--- config.mk ---
export PLATFORM = sky130hd
export DESIGN_NAME = cpu_top
export DESIGN_NICKNAME = d
export VERILOG_FILES = /design/src/hw/core_pkg.sv /design/src/hw/isa_pkg.sv /design/src/hw/dmem_if.sv /design/src/hw/alu.sv /design/src/hw/cpu_top.sv /design/src/hw/decoder.sv /design/src/hw/fetch_unit.sv /design/src/hw/mem_access.sv /design/src/hw/reg_file.sv
export SDC_FILE = /design/constraint.sdc
export NUM_CORES = 2
export LEC_CHECK = 0
export ABC_AREA = 0
export ABC_CLOCK_PERIOD_IN_PS = 46300
export BUFFER_PORTS_ARGS = -buffer_cell sky130_fd_sc_hd__buf_2
export CAP_MARGIN = 15
export CORE_ASPECT_RATIO = 1.1
export CORE_MARGIN = 10
export CORE_UTILIZATION = 30
export DETAILED_ROUTE_END_ITERATION = 6
export GPL_TIMING_DRIVEN = 0
export PLACE_DENSITY_LB_ADDON = 0.2
export SYNTH_ARGS = -nofsm -noshare
export SYNTH_HDL_FRONTEND = slang
export SYNTH_SLANG_ARGS = --single-unit
--- constraint.sdc ---
create_clock -name clk -period 46.3 [get_ports clk]
set_input_delay 9.26 -clock clk [delete_from_list [all_inputs] [get_ports clk]]
set_output_delay 9.26 -clock clk [all_outputs]
set_load 0.01 [all_outputs]
--- src/hw/core_pkg.sv ---
package core_pkg;

  localparam int XLEN = 32;

  typedef logic [XLEN-1:0] word_t;

  typedef enum logic [3:0] {
    FOP_ADD = 4'd0,
    FOP_SUB = 4'd1,
    FOP_SLL = 4'd2,
    FOP_SRL = 4'd3,
    FOP_SRA = 4'd4,
    FOP_AND = 4'd5,
    FOP_OR  = 4'd6,
    FOP_XOR = 4'd7,
    FOP_IMM = 4'd8  // pass immediate, lui
  } alu_op_e;

  typedef enum logic [2:0] {
    NONE = 3'd0,
    BEQ  = 3'd1,
    BNE  = 3'd2,
    BLT  = 3'd3,
    BGE  = 3'd4,
    BLTU = 3'd5,
    BGEU = 3'd6,
    JMP  = 3'd7
  } branch_e;

  // writeback source
  typedef enum logic [1:0] {
    ALU = 2'd0,
    MEM = 2'd1,
    SLT = 2'd2,
    PC4 = 2'd3
  } wb_sel_e;

  typedef struct packed {
    alu_op_e alu_op;
    branch_e branch;
    logic    use_imm;
    logic    is_unsigned;
    logic    reg_write;
    logic    mem_read;
    logic    mem_write;
    wb_sel_e wb_sel;
    logic    jump_reg;    // jalr target from rs1
  } ctrl_t;

endpackage

--- src/hw/isa_pkg.sv ---
package isa_pkg;

  localparam int INSTR_W    = 32;
  localparam int OPCODE_W   = 7;
  localparam int REG_ADDR_W = 5;
  localparam int FUNCT3_W   = 3;
  localparam int FUNCT7_W   = 7;

  typedef logic [INSTR_W-1:0]    instr_t;
  typedef logic [REG_ADDR_W-1:0] reg_addr_t;
  typedef logic [FUNCT3_W-1:0]   funct3_t;
  typedef logic [FUNCT7_W-1:0]   funct7_t;

  // major opcodes of the supported subset
  typedef enum logic [OPCODE_W-1:0] {
    OP     = 7'b0110011,
    OP_IMM = 7'b0010011,
    LOAD   = 7'b0000011,
    STORE  = 7'b0100011,
    BRANCH = 7'b1100011,
    LUI    = 7'b0110111,
    JAL    = 7'b1101111,
    JALR   = 7'b1100111
  } opcode_e;

  // alu funct3
  localparam funct3_t F3_ADD  = 3'b000;
  localparam funct3_t F3_SLL  = 3'b001;
  localparam funct3_t F3_SLT  = 3'b010;
  localparam funct3_t F3_SLTU = 3'b011;
  localparam funct3_t F3_XOR  = 3'b100;
  localparam funct3_t F3_SRL  = 3'b101; // srl and sra
  localparam funct3_t F3_OR   = 3'b110;
  localparam funct3_t F3_AND  = 3'b111;

  localparam funct3_t F3_BEQ  = 3'b000;
  localparam funct3_t F3_BNE  = 3'b001;
  localparam funct3_t F3_BLT  = 3'b100;
  localparam funct3_t F3_BGE  = 3'b101;
  localparam funct3_t F3_BLTU = 3'b110;
  localparam funct3_t F3_BGEU = 3'b111;

  localparam funct3_t F3_WORD = 3'b010; // lw / sw
  localparam funct3_t F3_JALR = 3'b000;

  localparam funct7_t F7_BASE = 7'b0000000;
  localparam funct7_t F7_ALT  = 7'b0100000; // sub, sra

  localparam instr_t NOP_INSTR = 32'h0000_0013; // addi x0,x0,0

endpackage

--- src/hw/dmem_if.sv ---
`timescale 1ns/1ns

interface dmem_if;
  import core_pkg::*;

  word_t addr;
  word_t wdata;
  logic  we;
  logic  re;
  word_t rdata; // valid the cycle after re

  modport master (
    output addr, wdata, we, re,
    input  rdata
  );

  modport slave (
    input  addr, wdata, we, re,
    output rdata
  );

endinterface

--- src/hw/alu.sv ---
`timescale 1ns/1ns

module alu (
  input  core_pkg::word_t a,
  input  core_pkg::word_t b_reg,
  input  core_pkg::word_t imm,
  input  core_pkg::ctrl_t ctrl,
  output core_pkg::word_t result,
  output logic            lt,
  output logic            take_branch
);
  import core_pkg::*;

  word_t      b;
  logic [4:0] shamt;
  logic       eq;

  assign b     = ctrl.use_imm ? imm : b_reg;
  assign shamt = b[4:0];

  always_comb begin
    case (ctrl.alu_op)
      FOP_ADD: result = a + b;
      FOP_SUB: result = a - b;
      FOP_SLL: result = a << shamt;
      FOP_SRL: result = a >> shamt;
      FOP_SRA: result = word_t'($signed(a) >>> shamt);
      FOP_AND: result = a & b;
      FOP_OR:  result = a | b;
      FOP_XOR: result = a ^ b;
      FOP_IMM: result = imm;
      default: result = '0;
    endcase
  end

  // compare straight on the operands, no flag tricks
  assign eq = (a == b);
  assign lt = ctrl.is_unsigned ? (a < b) : ($signed(a) < $signed(b));

  always_comb begin
    case (ctrl.branch)
      BEQ:        take_branch = eq;
      BNE:        take_branch = !eq;
      BLT, BLTU:  take_branch = lt;
      BGE, BGEU:  take_branch = !lt;
      JMP:        take_branch = 1'b1;
      default:    take_branch = 1'b0;
    endcase
  end

endmodule

--- src/hw/cpu_top.sv ---
`timescale 1ns/1ns

module cpu_top #(
  parameter core_pkg::word_t RESET_PC = '0
) (
  input  logic            clk,
  input  logic            rst,
  output core_pkg::word_t imem_addr,
  input  isa_pkg::instr_t imem_data,
  output core_pkg::word_t dmem_addr,
  output core_pkg::word_t dmem_wdata,
  output logic            dmem_we,
  output logic            dmem_re,
  input  core_pkg::word_t dmem_rdata
);
  import isa_pkg::*;
  import core_pkg::*;

  reg_addr_t rs1;
  reg_addr_t rs2;
  reg_addr_t rd;
  word_t     imm;
  ctrl_t     ctrl;
  word_t     rs1_val;
  word_t     rs2_val;
  word_t     alu_result;
  logic      lt;
  logic      take_branch;
  logic      pc_hold;
  logic      rd_we;
  word_t     rd_data;
  word_t     pc_plus4;

  dmem_if dmem_bus ();

  // data port out to the pins
  assign dmem_addr      = dmem_bus.addr;
  assign dmem_wdata     = dmem_bus.wdata;
  assign dmem_we        = dmem_bus.we;
  assign dmem_re        = dmem_bus.re;
  assign dmem_bus.rdata = dmem_rdata;

  fetch_unit #(.RESET_PC(RESET_PC)) fetch_i (
    .clk(clk), .rst(rst), .imm(imm), .rs1_val(rs1_val),
    .take_branch(take_branch), .jump_reg(ctrl.jump_reg), .pc_hold(pc_hold),
    .pc(imem_addr), .pc_plus4(pc_plus4)
  );

  decoder decoder_i (
    .instr(imem_data), .rs1(rs1), .rs2(rs2), .rd(rd), .imm(imm), .ctrl(ctrl)
  );

  reg_file reg_file_i (
    .clk(clk), .rst(rst), .rs1(rs1), .rs2(rs2), .rd(rd),
    .we(rd_we), .wdata(rd_data), .rs1_val(rs1_val), .rs2_val(rs2_val)
  );

  alu alu_i (
    .a(rs1_val), .b_reg(rs2_val), .imm(imm), .ctrl(ctrl),
    .result(alu_result), .lt(lt), .take_branch(take_branch)
  );

  mem_access mem_i (
    .clk(clk), .rst(rst), .ctrl(ctrl), .alu_result(alu_result), .lt(lt),
    .store_data(rs2_val), .pc_plus4(pc_plus4), .dmem(dmem_bus.master),
    .pc_hold(pc_hold), .rd_we(rd_we), .rd_data(rd_data)
  );

endmodule

--- src/hw/decoder.sv ---
`timescale 1ns/1ns

module decoder (
  input  isa_pkg::instr_t    instr,
  output isa_pkg::reg_addr_t rs1,
  output isa_pkg::reg_addr_t rs2,
  output isa_pkg::reg_addr_t rd,
  output core_pkg::word_t    imm,
  output core_pkg::ctrl_t    ctrl
);
  import isa_pkg::*;
  import core_pkg::*;

  opcode_e opcode;
  funct3_t funct3;
  funct7_t funct7;
  logic    alt;
  logic    f7_ok;
  logic    imm_f7_ok;

  assign opcode = opcode_e'(instr[6:0]);
  assign funct3 = instr[14:12];
  assign funct7 = instr[31:25];
  assign rs1    = instr[19:15];
  assign rs2    = instr[24:20];
  assign rd     = instr[11:7];

  assign alt = (funct7 == F7_ALT);
  // only add/sub and the right shifts have a second form
  assign f7_ok = (funct7 == F7_BASE) || (alt && (funct3 == F3_ADD || funct3 == F3_SRL));
  // immediate ops carry funct7 in the shift forms only
  assign imm_f7_ok = (funct3 == F3_SLL) ? (funct7 == F7_BASE) :
                     (funct3 == F3_SRL) ? (funct7 == F7_BASE || alt) : 1'b1;

  function automatic alu_op_e alu_fn(funct3_t f3, logic second);
    alu_op_e op;
    case (f3)
      F3_ADD:  op = second ? FOP_SUB : FOP_ADD;
      F3_SLL:  op = FOP_SLL;
      F3_XOR:  op = FOP_XOR;
      F3_SRL:  op = second ? FOP_SRA : FOP_SRL;
      F3_OR:   op = FOP_OR;
      F3_AND:  op = FOP_AND;
      default: op = FOP_SUB; // slt and sltu use lt
    endcase
    return op;
  endfunction

  always_comb begin
    case (opcode)
      OP_IMM, LOAD, JALR: imm = {{20{instr[31]}}, instr[31:20]};
      STORE:  imm = {{20{instr[31]}}, instr[31:25], instr[11:7]};
      BRANCH: imm = {{20{instr[31]}}, instr[7], instr[30:25], instr[11:8], 1'b0};
      LUI:    imm = {instr[31:12], 12'd0};
      JAL:    imm = {{12{instr[31]}}, instr[19:12], instr[20], instr[30:21], 1'b0};
      default: imm = '0;
    endcase
  end

  always_comb begin
    // safe default: no writes, no branch
    ctrl.alu_op      = FOP_ADD;
    ctrl.branch      = NONE;
    ctrl.use_imm     = 1'b0;
    ctrl.is_unsigned = 1'b0;
    ctrl.reg_write   = 1'b0;
    ctrl.mem_read    = 1'b0;
    ctrl.mem_write   = 1'b0;
    ctrl.wb_sel      = ALU;
    ctrl.jump_reg    = 1'b0;
    case (opcode)
      OP, OP_IMM: begin
        if (opcode == OP ? f7_ok : imm_f7_ok) begin
          // addi has no sub form
          ctrl.alu_op      = alu_fn(funct3, alt && (opcode == OP || funct3 == F3_SRL));
          ctrl.use_imm     = (opcode == OP_IMM);
          ctrl.reg_write   = 1'b1;
          ctrl.is_unsigned = (funct3 == F3_SLTU);
          if (funct3 == F3_SLT || funct3 == F3_SLTU)
            ctrl.wb_sel = SLT;
        end
      end
      LOAD: begin
        if (funct3 == F3_WORD) begin
          ctrl.use_imm   = 1'b1;
          ctrl.mem_read  = 1'b1;
          ctrl.reg_write = 1'b1;
          ctrl.wb_sel    = MEM;
        end
      end
      STORE: begin
        if (funct3 == F3_WORD) begin
          ctrl.use_imm   = 1'b1;
          ctrl.mem_write = 1'b1;
        end
      end
      BRANCH: begin
        ctrl.alu_op = FOP_SUB;
        case (funct3)
          F3_BEQ:  ctrl.branch = BEQ;
          F3_BNE:  ctrl.branch = BNE;
          F3_BLT:  ctrl.branch = BLT;
          F3_BGE:  ctrl.branch = BGE;
          F3_BLTU: ctrl.branch = BLTU;
          F3_BGEU: ctrl.branch = BGEU;
          default: ctrl.branch = NONE;
        endcase
        ctrl.is_unsigned = (funct3 == F3_BLTU || funct3 == F3_BGEU);
      end
      LUI: begin
        ctrl.alu_op    = FOP_IMM;
        ctrl.use_imm   = 1'b1;
        ctrl.reg_write = 1'b1;
      end
      JAL: begin
        ctrl.branch    = JMP;
        ctrl.reg_write = 1'b1;
        ctrl.wb_sel    = PC4;
      end
      JALR: begin
        if (funct3 == F3_JALR) begin
          ctrl.branch    = JMP;
          ctrl.jump_reg  = 1'b1;
          ctrl.reg_write = 1'b1;
          ctrl.wb_sel    = PC4;
        end
      end
      default: ;
    endcase
  end

endmodule

--- src/hw/fetch_unit.sv ---
`timescale 1ns/1ns

module fetch_unit #(
  parameter core_pkg::word_t RESET_PC = '0
) (
  input  logic            clk,
  input  logic            rst,
  input  core_pkg::word_t imm,
  input  core_pkg::word_t rs1_val,
  input  logic            take_branch,
  input  logic            jump_reg,
  input  logic            pc_hold,
  output core_pkg::word_t pc,
  output core_pkg::word_t pc_plus4
);
  import core_pkg::*;

  word_t target;
  word_t reg_target;
  word_t next_pc;

  assign pc_plus4   = pc + 32'd4;
  assign reg_target = rs1_val + imm;
  // jalr clears bit 0
  assign target  = jump_reg ? {reg_target[XLEN-1:1], 1'b0} : pc + imm;
  assign next_pc = take_branch ? target : pc_plus4;

  always_ff @(posedge clk, posedge rst) begin
    if (rst) begin
      pc <= RESET_PC;
    end else if (!pc_hold) begin
      pc <= next_pc;
    end
  end

endmodule

--- src/hw/mem_access.sv ---
`timescale 1ns/1ns

module mem_access (
  input  logic            clk,
  input  logic            rst,
  input  core_pkg::ctrl_t ctrl,
  input  core_pkg::word_t alu_result,
  input  logic            lt,
  input  core_pkg::word_t store_data,
  input  core_pkg::word_t pc_plus4,
  dmem_if.master          dmem,
  output logic            pc_hold,
  output logic            rd_we,
  output core_pkg::word_t rd_data
);
  import core_pkg::*;

  typedef enum logic {IDLE, WAIT} state_e;

  state_e state;
  state_e next_state;
  logic   is_mem;

  assign is_mem = ctrl.mem_read | ctrl.mem_write;

  always_ff @(posedge clk, posedge rst) begin
    if (rst) begin
      state <= IDLE;
    end else begin
      state <= next_state;
    end
  end

  always_comb begin
    next_state = state;
    pc_hold    = 1'b0;
    case (state)
      IDLE: begin
        if (is_mem) begin
          pc_hold    = 1'b1; // one extra cycle for the data port
          next_state = WAIT;
        end
      end
      WAIT: next_state = IDLE;
      default: next_state = IDLE;
    endcase
  end

  // request only in the first cycle
  assign dmem.addr  = alu_result;
  assign dmem.wdata = store_data;
  assign dmem.re    = (state == IDLE) && ctrl.mem_read;
  assign dmem.we    = (state == IDLE) && ctrl.mem_write;

  // loads write back once rdata has arrived
  assign rd_we = ctrl.reg_write && (!ctrl.mem_read || state == WAIT);

  always_comb begin
    case (ctrl.wb_sel)
      MEM:     rd_data = dmem.rdata;
      SLT:     rd_data = {{(XLEN-1){1'b0}}, lt};
      PC4:     rd_data = pc_plus4;
      default: rd_data = alu_result;
    endcase
  end

endmodule

--- src/hw/reg_file.sv ---
`timescale 1ns/1ns

module reg_file (
  input  logic               clk,
  input  logic               rst,
  input  isa_pkg::reg_addr_t rs1,
  input  isa_pkg::reg_addr_t rs2,
  input  isa_pkg::reg_addr_t rd,
  input  logic               we,
  input  core_pkg::word_t    wdata,
  output core_pkg::word_t    rs1_val,
  output core_pkg::word_t    rs2_val
);
  import core_pkg::*;

  word_t regs [32];

  assign rs1_val = regs[rs1];
  assign rs2_val = regs[rs2];

  always_ff @(posedge clk, posedge rst) begin
    if (rst) begin
      regs <= '{default: '0};
    end else if (we && rd != '0) begin // x0 stays zero
      regs[rd] <= wdata;
    end
  end

endmodule

After elaboration in Yosys (flattened, before gate mapping)
Cells that the tools add are included.
Operators by class
  shift operators: 3
  equality and inequality tests: 35
  muxes and demuxes: 45
  reduce and logical (&&, ||, !) cells: 27
  add/subtract/negate cells: 5
  order comparisons: 6
  bitwise logic cells: 8
Operators with widths (number)
  $bwmux 1024: 1
  $bmux 32 s5: 2
  $pmux 32 s9: 1
  $mux 32: 8
  $demux 32 s5: 1
  $pmux 32 s5: 1
  $add 32x32->32: 3
  $pmux 32 s3: 1
  $lt 32x32->1: 2
  $add 32x3->32 const B: 1
  $and 32x32->32: 1
  $eq 32x32->1: 1
  $or 32x32->32: 1
  $shl 32x5->32: 1
  $shr 32x5->32: 1
  $sshr 32x5->32: 1
  $sub 32x32->32: 1
  $xor 32x32->32: 1
  $eq 7x6->1 const B: 4
  $eq 3x3->1 const B: 8
  $pmux 4 s6: 1
  $eq 7x7->1 const B: 3
  $ge 6x6->1 const B: 3
  $not 5->6: 3
  other kinds (34): 78
Word-level totals
  output and inout port bits: 98
  word-level logic and storage cells: 163
  input bits: 66
  bits in registers: 1057

Depth between registers and ports, before layout
  depth in word-level cells: 13
  gate-level depth with buffers: 29
  gate-level depth less buffers: 21

Hierarchy
A second synthesis with hierarchy kept.
Unflattened totals
  cells, all modules: 7045
  area, all modules: 73314.1 um2
By module, submodules not included
  reg_file: area an instance 55956.2 um2, cells an instance 4602, sequential area each 25624.6 um2, times used 1
  alu: area an instance 9679.3 um2, cells an instance 1443, sequential area each 0.0 um2, times used 1
  fetch_unit: area an instance 5391.4 um2, cells an instance 733, sequential area each 800.8 um2, times used 1
  mem_access: area an instance 1435.1 um2, cells an instance 147, sequential area each 25.0 um2, times used 1
  decoder: area an instance 852.1 um2, cells an instance 120, sequential area each 0.0 um2, times used 1

Worst setup path before layout
OpenSTA, ideal clock, no wires.
  path kind: in2out
  start: input imem_data[20]
  end: output dmem_addr[30]
  path slack: 20697 ps
  stages on the path: 26
  path buffers: 9
  data required time: 37040 ps
  data arrival time: 16343 ps
  path through: clkbuf_1 -> buf_2 -> buf_2 -> buf_2 -> buf_2 -> clkbuf_1 -> buf_1 -> buf_1 -> mux4_2 -> mux4_2 -> mux2i_1 -> inv_1 -> nor2_1 -> a21o_1 -> ha_1 -> nor2_1 -> nor4bb_1 -> a211oi_1 -> a2111oi_0 -> o31a_1 -> a221oi_1 -> o41ai_1 -> o211ai_1 -> o211ai_1 -> clkbuf_1 -> nand2_1
Between the ends
  cells in the longest elaborated chain, start to end: 7
RTL lines
  from (decl): line cpu_top.sv:9  | input isa_pkg::instr_t imem_data,
  $not 5->6 (not written as such) (*): line reg_file.sv:19  | assign rs2_val = regs[rs2];
  $bmux 32 s5 (*): line reg_file.sv:19
  $mux 32 (not written as such) (*) (2 in a row): line reg_file.sv:19
  net dmem_wdata[11]: line cpu_top.sv:11  | output core_pkg::word_t dmem_wdata,
  $mux 32 (*): line alu.sv:18  | assign b = ctrl.use_imm ? imm : b_reg;
  $sub 32x32->32 or $add 32x32->32 (tied branches): line alu.sv:24, alu.sv:23
  $pmux 32 s9 (*): line alu.sv:22  | case (ctrl.alu_op)
  to (decl): line cpu_top.sv:10  | output core_pkg::word_t dmem_addr,
Mark *: on every way through the listed nets, which the timed path passes. The rest lies on a longest branch. The select of a mux whose other input is x is not followed.

Worst setup path in the final report
  start: input imem_data[20]
  end: output dmem_addr[30]
Between the ends
  cells in the longest elaborated chain, start to end: 7
RTL lines
  $not 5->6 (not written as such): line reg_file.sv:19
  $bmux 32 s5: line reg_file.sv:19
  $mux 32 (not written as such) (2 in a row): line reg_file.sv:19
  $mux 32 (*): line alu.sv:18
  $sub 32x32->32 (tied with other cells): line alu.sv:24  | FOP_SUB: result = a - b;
  $pmux 32 s9 (*): line alu.sv:22
Every way passes the cells marked *; elsewhere a longest branch is shown, timed or not. The select of a mux whose other input is x is not followed.

==> flow_metrics.py <==
metrics = {
    "run_status": {
        "outcome": "finished, violations left",
        "failed_checks": "slew limit",
    },
    "worst_setup_path": {
        "largest_delay_share_family_worst_path": "buffers and inverters",
        "worst_path_max_stage_delay_ns": 0.92,
        "critical_path_buf_inv_count": 12,
        "critical_path_required_ns": 37.04,
        "worstSetupStartpointType": "input pin",
        "cpMostUsedCell": "buf_2",
        "cpMaxStageDelayCell": "mux2i_1",
        "end_kind": "output pin",
        "crit_path_kind": "in2out",
        "cp.arrival_ns": 21.42,
        "critical_path_peak_fanout": 11,
    },
    "drt": {
        "wl_met3_um": 48220,
        "drtAntennaViolNets": 0,
        "top_layer": "met5",
        "post-route-drc-count": 0,
        "via_count": 64400,
        "wl_met2_um": 181400,
        "vias_per_cell": 6.366,
        "drt_iter0_drc": 9090,
        "drtPass1Iterations": 6,
        "drt-met1-wl_um": 159900,
        "drt_wl_total_um": 423800,
        "wl_per_cell_um": 41.89,
    },
    "global_route": {
        "grt_start_max_net_pins": 127,
        "grt_pass1_vias": 62380,
        "first_pass_grt_wire_length_um": 561600,
        "globalRoute.totalOverflow": 0,
        "grt_antenna_before_repair": 39,
        "globalRouteTotalUtil_pct": 32.42,
    },
    "pwr": {
        "power.ir.vdd_worst_v": 0.00004269,
        "cellPowerDensity_nw_per_um2": 30.40,
        "static-leakage-power_nw": 35.18,
    },
    "job": {
        "maxCapViolCount": 0,
    },
    "yosys": {
        "yosys_register_bits": 1057,
        "ys_seq_area_share_pct": 38.01,
        "synth-edff-count": 0,
        "dominantRegCellSynth": "dfrtp_1",
        "mappedNetlistArea_um2": 69590,
        "mappedNetlistNets": 6716,
        "async_flop_share_pct": 100.0,
        "synth_area_per_cell_um2": 10.74,
        "yosysUniqueCellTypes": 89,
        "yosys_warns": 0,
        "synthCells": 6482,
    },
    "floorplan": {
        "die_y_um": 525.1,
        "row_count": 185,
        "dieWidth_um": 479.2,
        "die_area_um2": 251600,
        "io_pins": 164,
        "core-area_um2": 231000,
        "start_util_pct": 30.12,
    },
    "clocking": {
        "clkLatencyLatePin_ns": 0.83,
        "ctsHtreeMaxLevel": 4,
        "hold_buffers": 0,
        "clock_tree_from_tritoncts": "yes",
        "postCtsSetupRepairBufs": 0,
        "clk_transition_reported_paths_ns": 0.06,
        "tritoncts.num_buffers": 131,
        "buffer_cell_driving_the_clock_tree_root": "clkbuf_16",
        "clkSinkCount": 1057,
        "cts-resized-gates": 0,
        "max-clock-path-buffers": 3,
    },
    "finish": {
        "multi_input_area_um2": 40330,
        "finalNonFillerCells": 10120,
        "layout.filler_cells": 23500,
        "final_net_count": 7144,
        "sequential_cell_area_um2": 26450,
        "syn_to_final_growth_pct": 16.43,
        "most-common-layout-cells": "dfrtp_1 (1057), nand2_1 (847), o21ai_0 (661), mux4_2 (607), clkbuf_1 (471)",
        "layout-drive-gt1-share_pct": 24.96,
        "mostFrequentLayoutCell": "dfrtp_1",
    },
    "timing": {
        "max-slew-margin-rel_pct": -2.258,
        "rsz0062_at_grt": "no",
        "fmax_mhz": 32.60,
        "timing.final.crit_share_pct": 66.26,
        "timing.final.crit_period_ns": 30.68,
        "finalWorstSetupSlack_ns": 15.62,
        "setup_viol_count_final": 0,
        "skew_ns": 0.05113,
        "worst-slew-pin-transition_ns": 1.534,
        "slew_viol_final": 4,
        "hold_viol_final": 0,
    },
    "place": {
        "hpwl_um": 320500,
        "gp_congestion": 1.024,
        "dp.cells": 9851,
        "detailedPlace.worstSlack_ns": 15.38,
        "quantity_of_i_o_buffers_inserted_on_ports": 153,
    },
    "worst_hold_path": {
        "hold_path_class": "reg2reg",
    },
}
cells by family after synthesis:
kind of cell             after synthesis  synth area share (%)
multiplexers                        1277                 30.10
AND/OR/NAND/NOR                     1624                 10.15
buffers and inverters                758                 4.175
adder cells (fa/ha/maj)              168                 3.064
flip-flops                          1057                 38.01
AO/OA/AOI/OAI                       1506                 13.34
XOR/XNOR                              92                 1.158
state kept, by name (all words and copies together) (netlist names):
name	cells
fetch_i.pc	32
mem_i.state	1
reg_file_i.regs	1024
metrics by stage:
| step | cell area [µm²] | util [%] | power, mW | hold WS, ns | setup TNS, ns |
|---|---|---|---|---|---|
| 2_1_floorplan | 69590 | - | 1.185 | 0.4383 | 0 |
| 3_3_place_gp | 74210 | 32.13 | 1.360 | 0.4521 | -6479.27 |
| 3_5_place_dp | 76370 | 33.06 | 1.368 | 0.4629 | 0 |
| 4_1_cts | 80860 | 35.00 | 2.456 | 0.4816 | 0 |
| 5_1_grt | 80980 | 35.05 | 2.517 | 0.5021 | 0 |
| 6_report | 81020 | 35.07 | 2.463 | 0.4771 | 0 |
worst paths after layout:
path / end / slack, ns / cells after the start / from
setup / recovery: dmem_addr[30] / 15.62 / 27 / imem_data[20]
hold / removal: reg_file_i.regs[1009] / 0.48 / 1 / reg_file_i.regs[1009]
setup reg to reg: reg_file_i.regs[893] / 34.87 / 23 / reg_file_i.regs[68]
hold reg to reg: reg_file_i.regs[1009] / 0.48 / 1 / reg_file_i.regs[1009]
max in group asynchronous: reg_file_i.regs[868] / 35.38 / 5 / rst
min in group asynchronous: reg_file_i.regs[52] / 8.59 / 2 / rst
Yosys cell counts, types with 28 or more instances:
| master | count | area share, % |
|---|---|---|
| dfrtp_1 | 1057 | 38 |
| nand2_1 | 847 | 4.6 |
| o21ai_0 | 665 | 4.8 |
| mux4_2 | 607 | 20 |
| clkbuf_1 | 505 | 2.7 |
| mux2_2 | 437 | 7.1 |
| nor2_1 | 322 | 1.7 |
| a21oi_1 | 258 | 1.9 |
| mux2i_1 | 230 | 3.3 |
| ha_1 | 164 | 2.9 |
| inv_1 | 140 | 0.76 |
| nor3_1 | 122 | 0.88 |
| nand3_1 | 84 | 0.60 |
| buf_1 | 63 | 0.34 |
| a211oi_1 | 54 | 0.58 |
| xnor2_1 | 53 | 0.67 |
| a21o_1 | 52 | 0.56 |
| o22ai_1 | 41 | 0.37 |
| o211ai_1 | 40 | 0.43 |
| xor2_1 | 39 | 0.49 |
| buf_2 | 38 | 0.27 |
| a22oi_1 | 37 | 0.40 |
| o21a_1 | 32 | 0.35 |
| and3_1 | 31 | 0.28 |
| nand2b_1 | 31 | 0.28 |
| o21bai_1 | 30 | 0.32 |
| or3_1 | 29 | 0.26 |
| a31oi_1 | 28 | 0.25 |
layout make-up:
cell class,count,share of cell area (%)
multi-input combinational,4667,49.78
tap,3085,4.764
clock inverter,56,0.9745
timing repair buffer,295,3.475
clock buffer,178,4.562
antenna,20,0.06177
sequential,1057,32.65
inverter,146,0.6857
buffer,612,3.052
per-layer routing:
layer | up-vias | GRT usage, %
met5 | - | 0
met4 | 26 | 21.03
met3 | 1186 | 10.89
met2 | 4525 | 48.05
met1 | 33560 | 40.15
li1 | 25100 | -
power breakdown:
group / internal [mW] / switching [mW] / total [mW]
logic: 0.118 / 0.275 / 0.393
clock network: 0.634 / 0.463 / 1.10
registers: 0.942 / 0.0313 / 0.973
worst register-to-register path: stages (launching register included):
cell,delay (ns)
dfrtp_1,0.41
mux4_2,0.48
mux4_2,0.49
nand2_1,0.10
nand3_1,0.35
mux2i_1,0.60
clkbuf_1,0.83
clkbuf_1,0.78
clkbuf_1,0.67
buf_8,0.24
ha_1,0.24
clkbuf_1,0.21
a21oi_1,0.40
o221ai_1,0.25
o211ai_1,0.34
o21ai_0,0.32
a21boi_0,0.82
o21ai_0,0.44
a221o_1,0.44
nand2_1,0.15
or4b_1,0.61
a222oi_1,1.21
clkbuf_1,0.68
o21ai_0,0.20
Note: power is estimated with default switching activity, not from simulation.
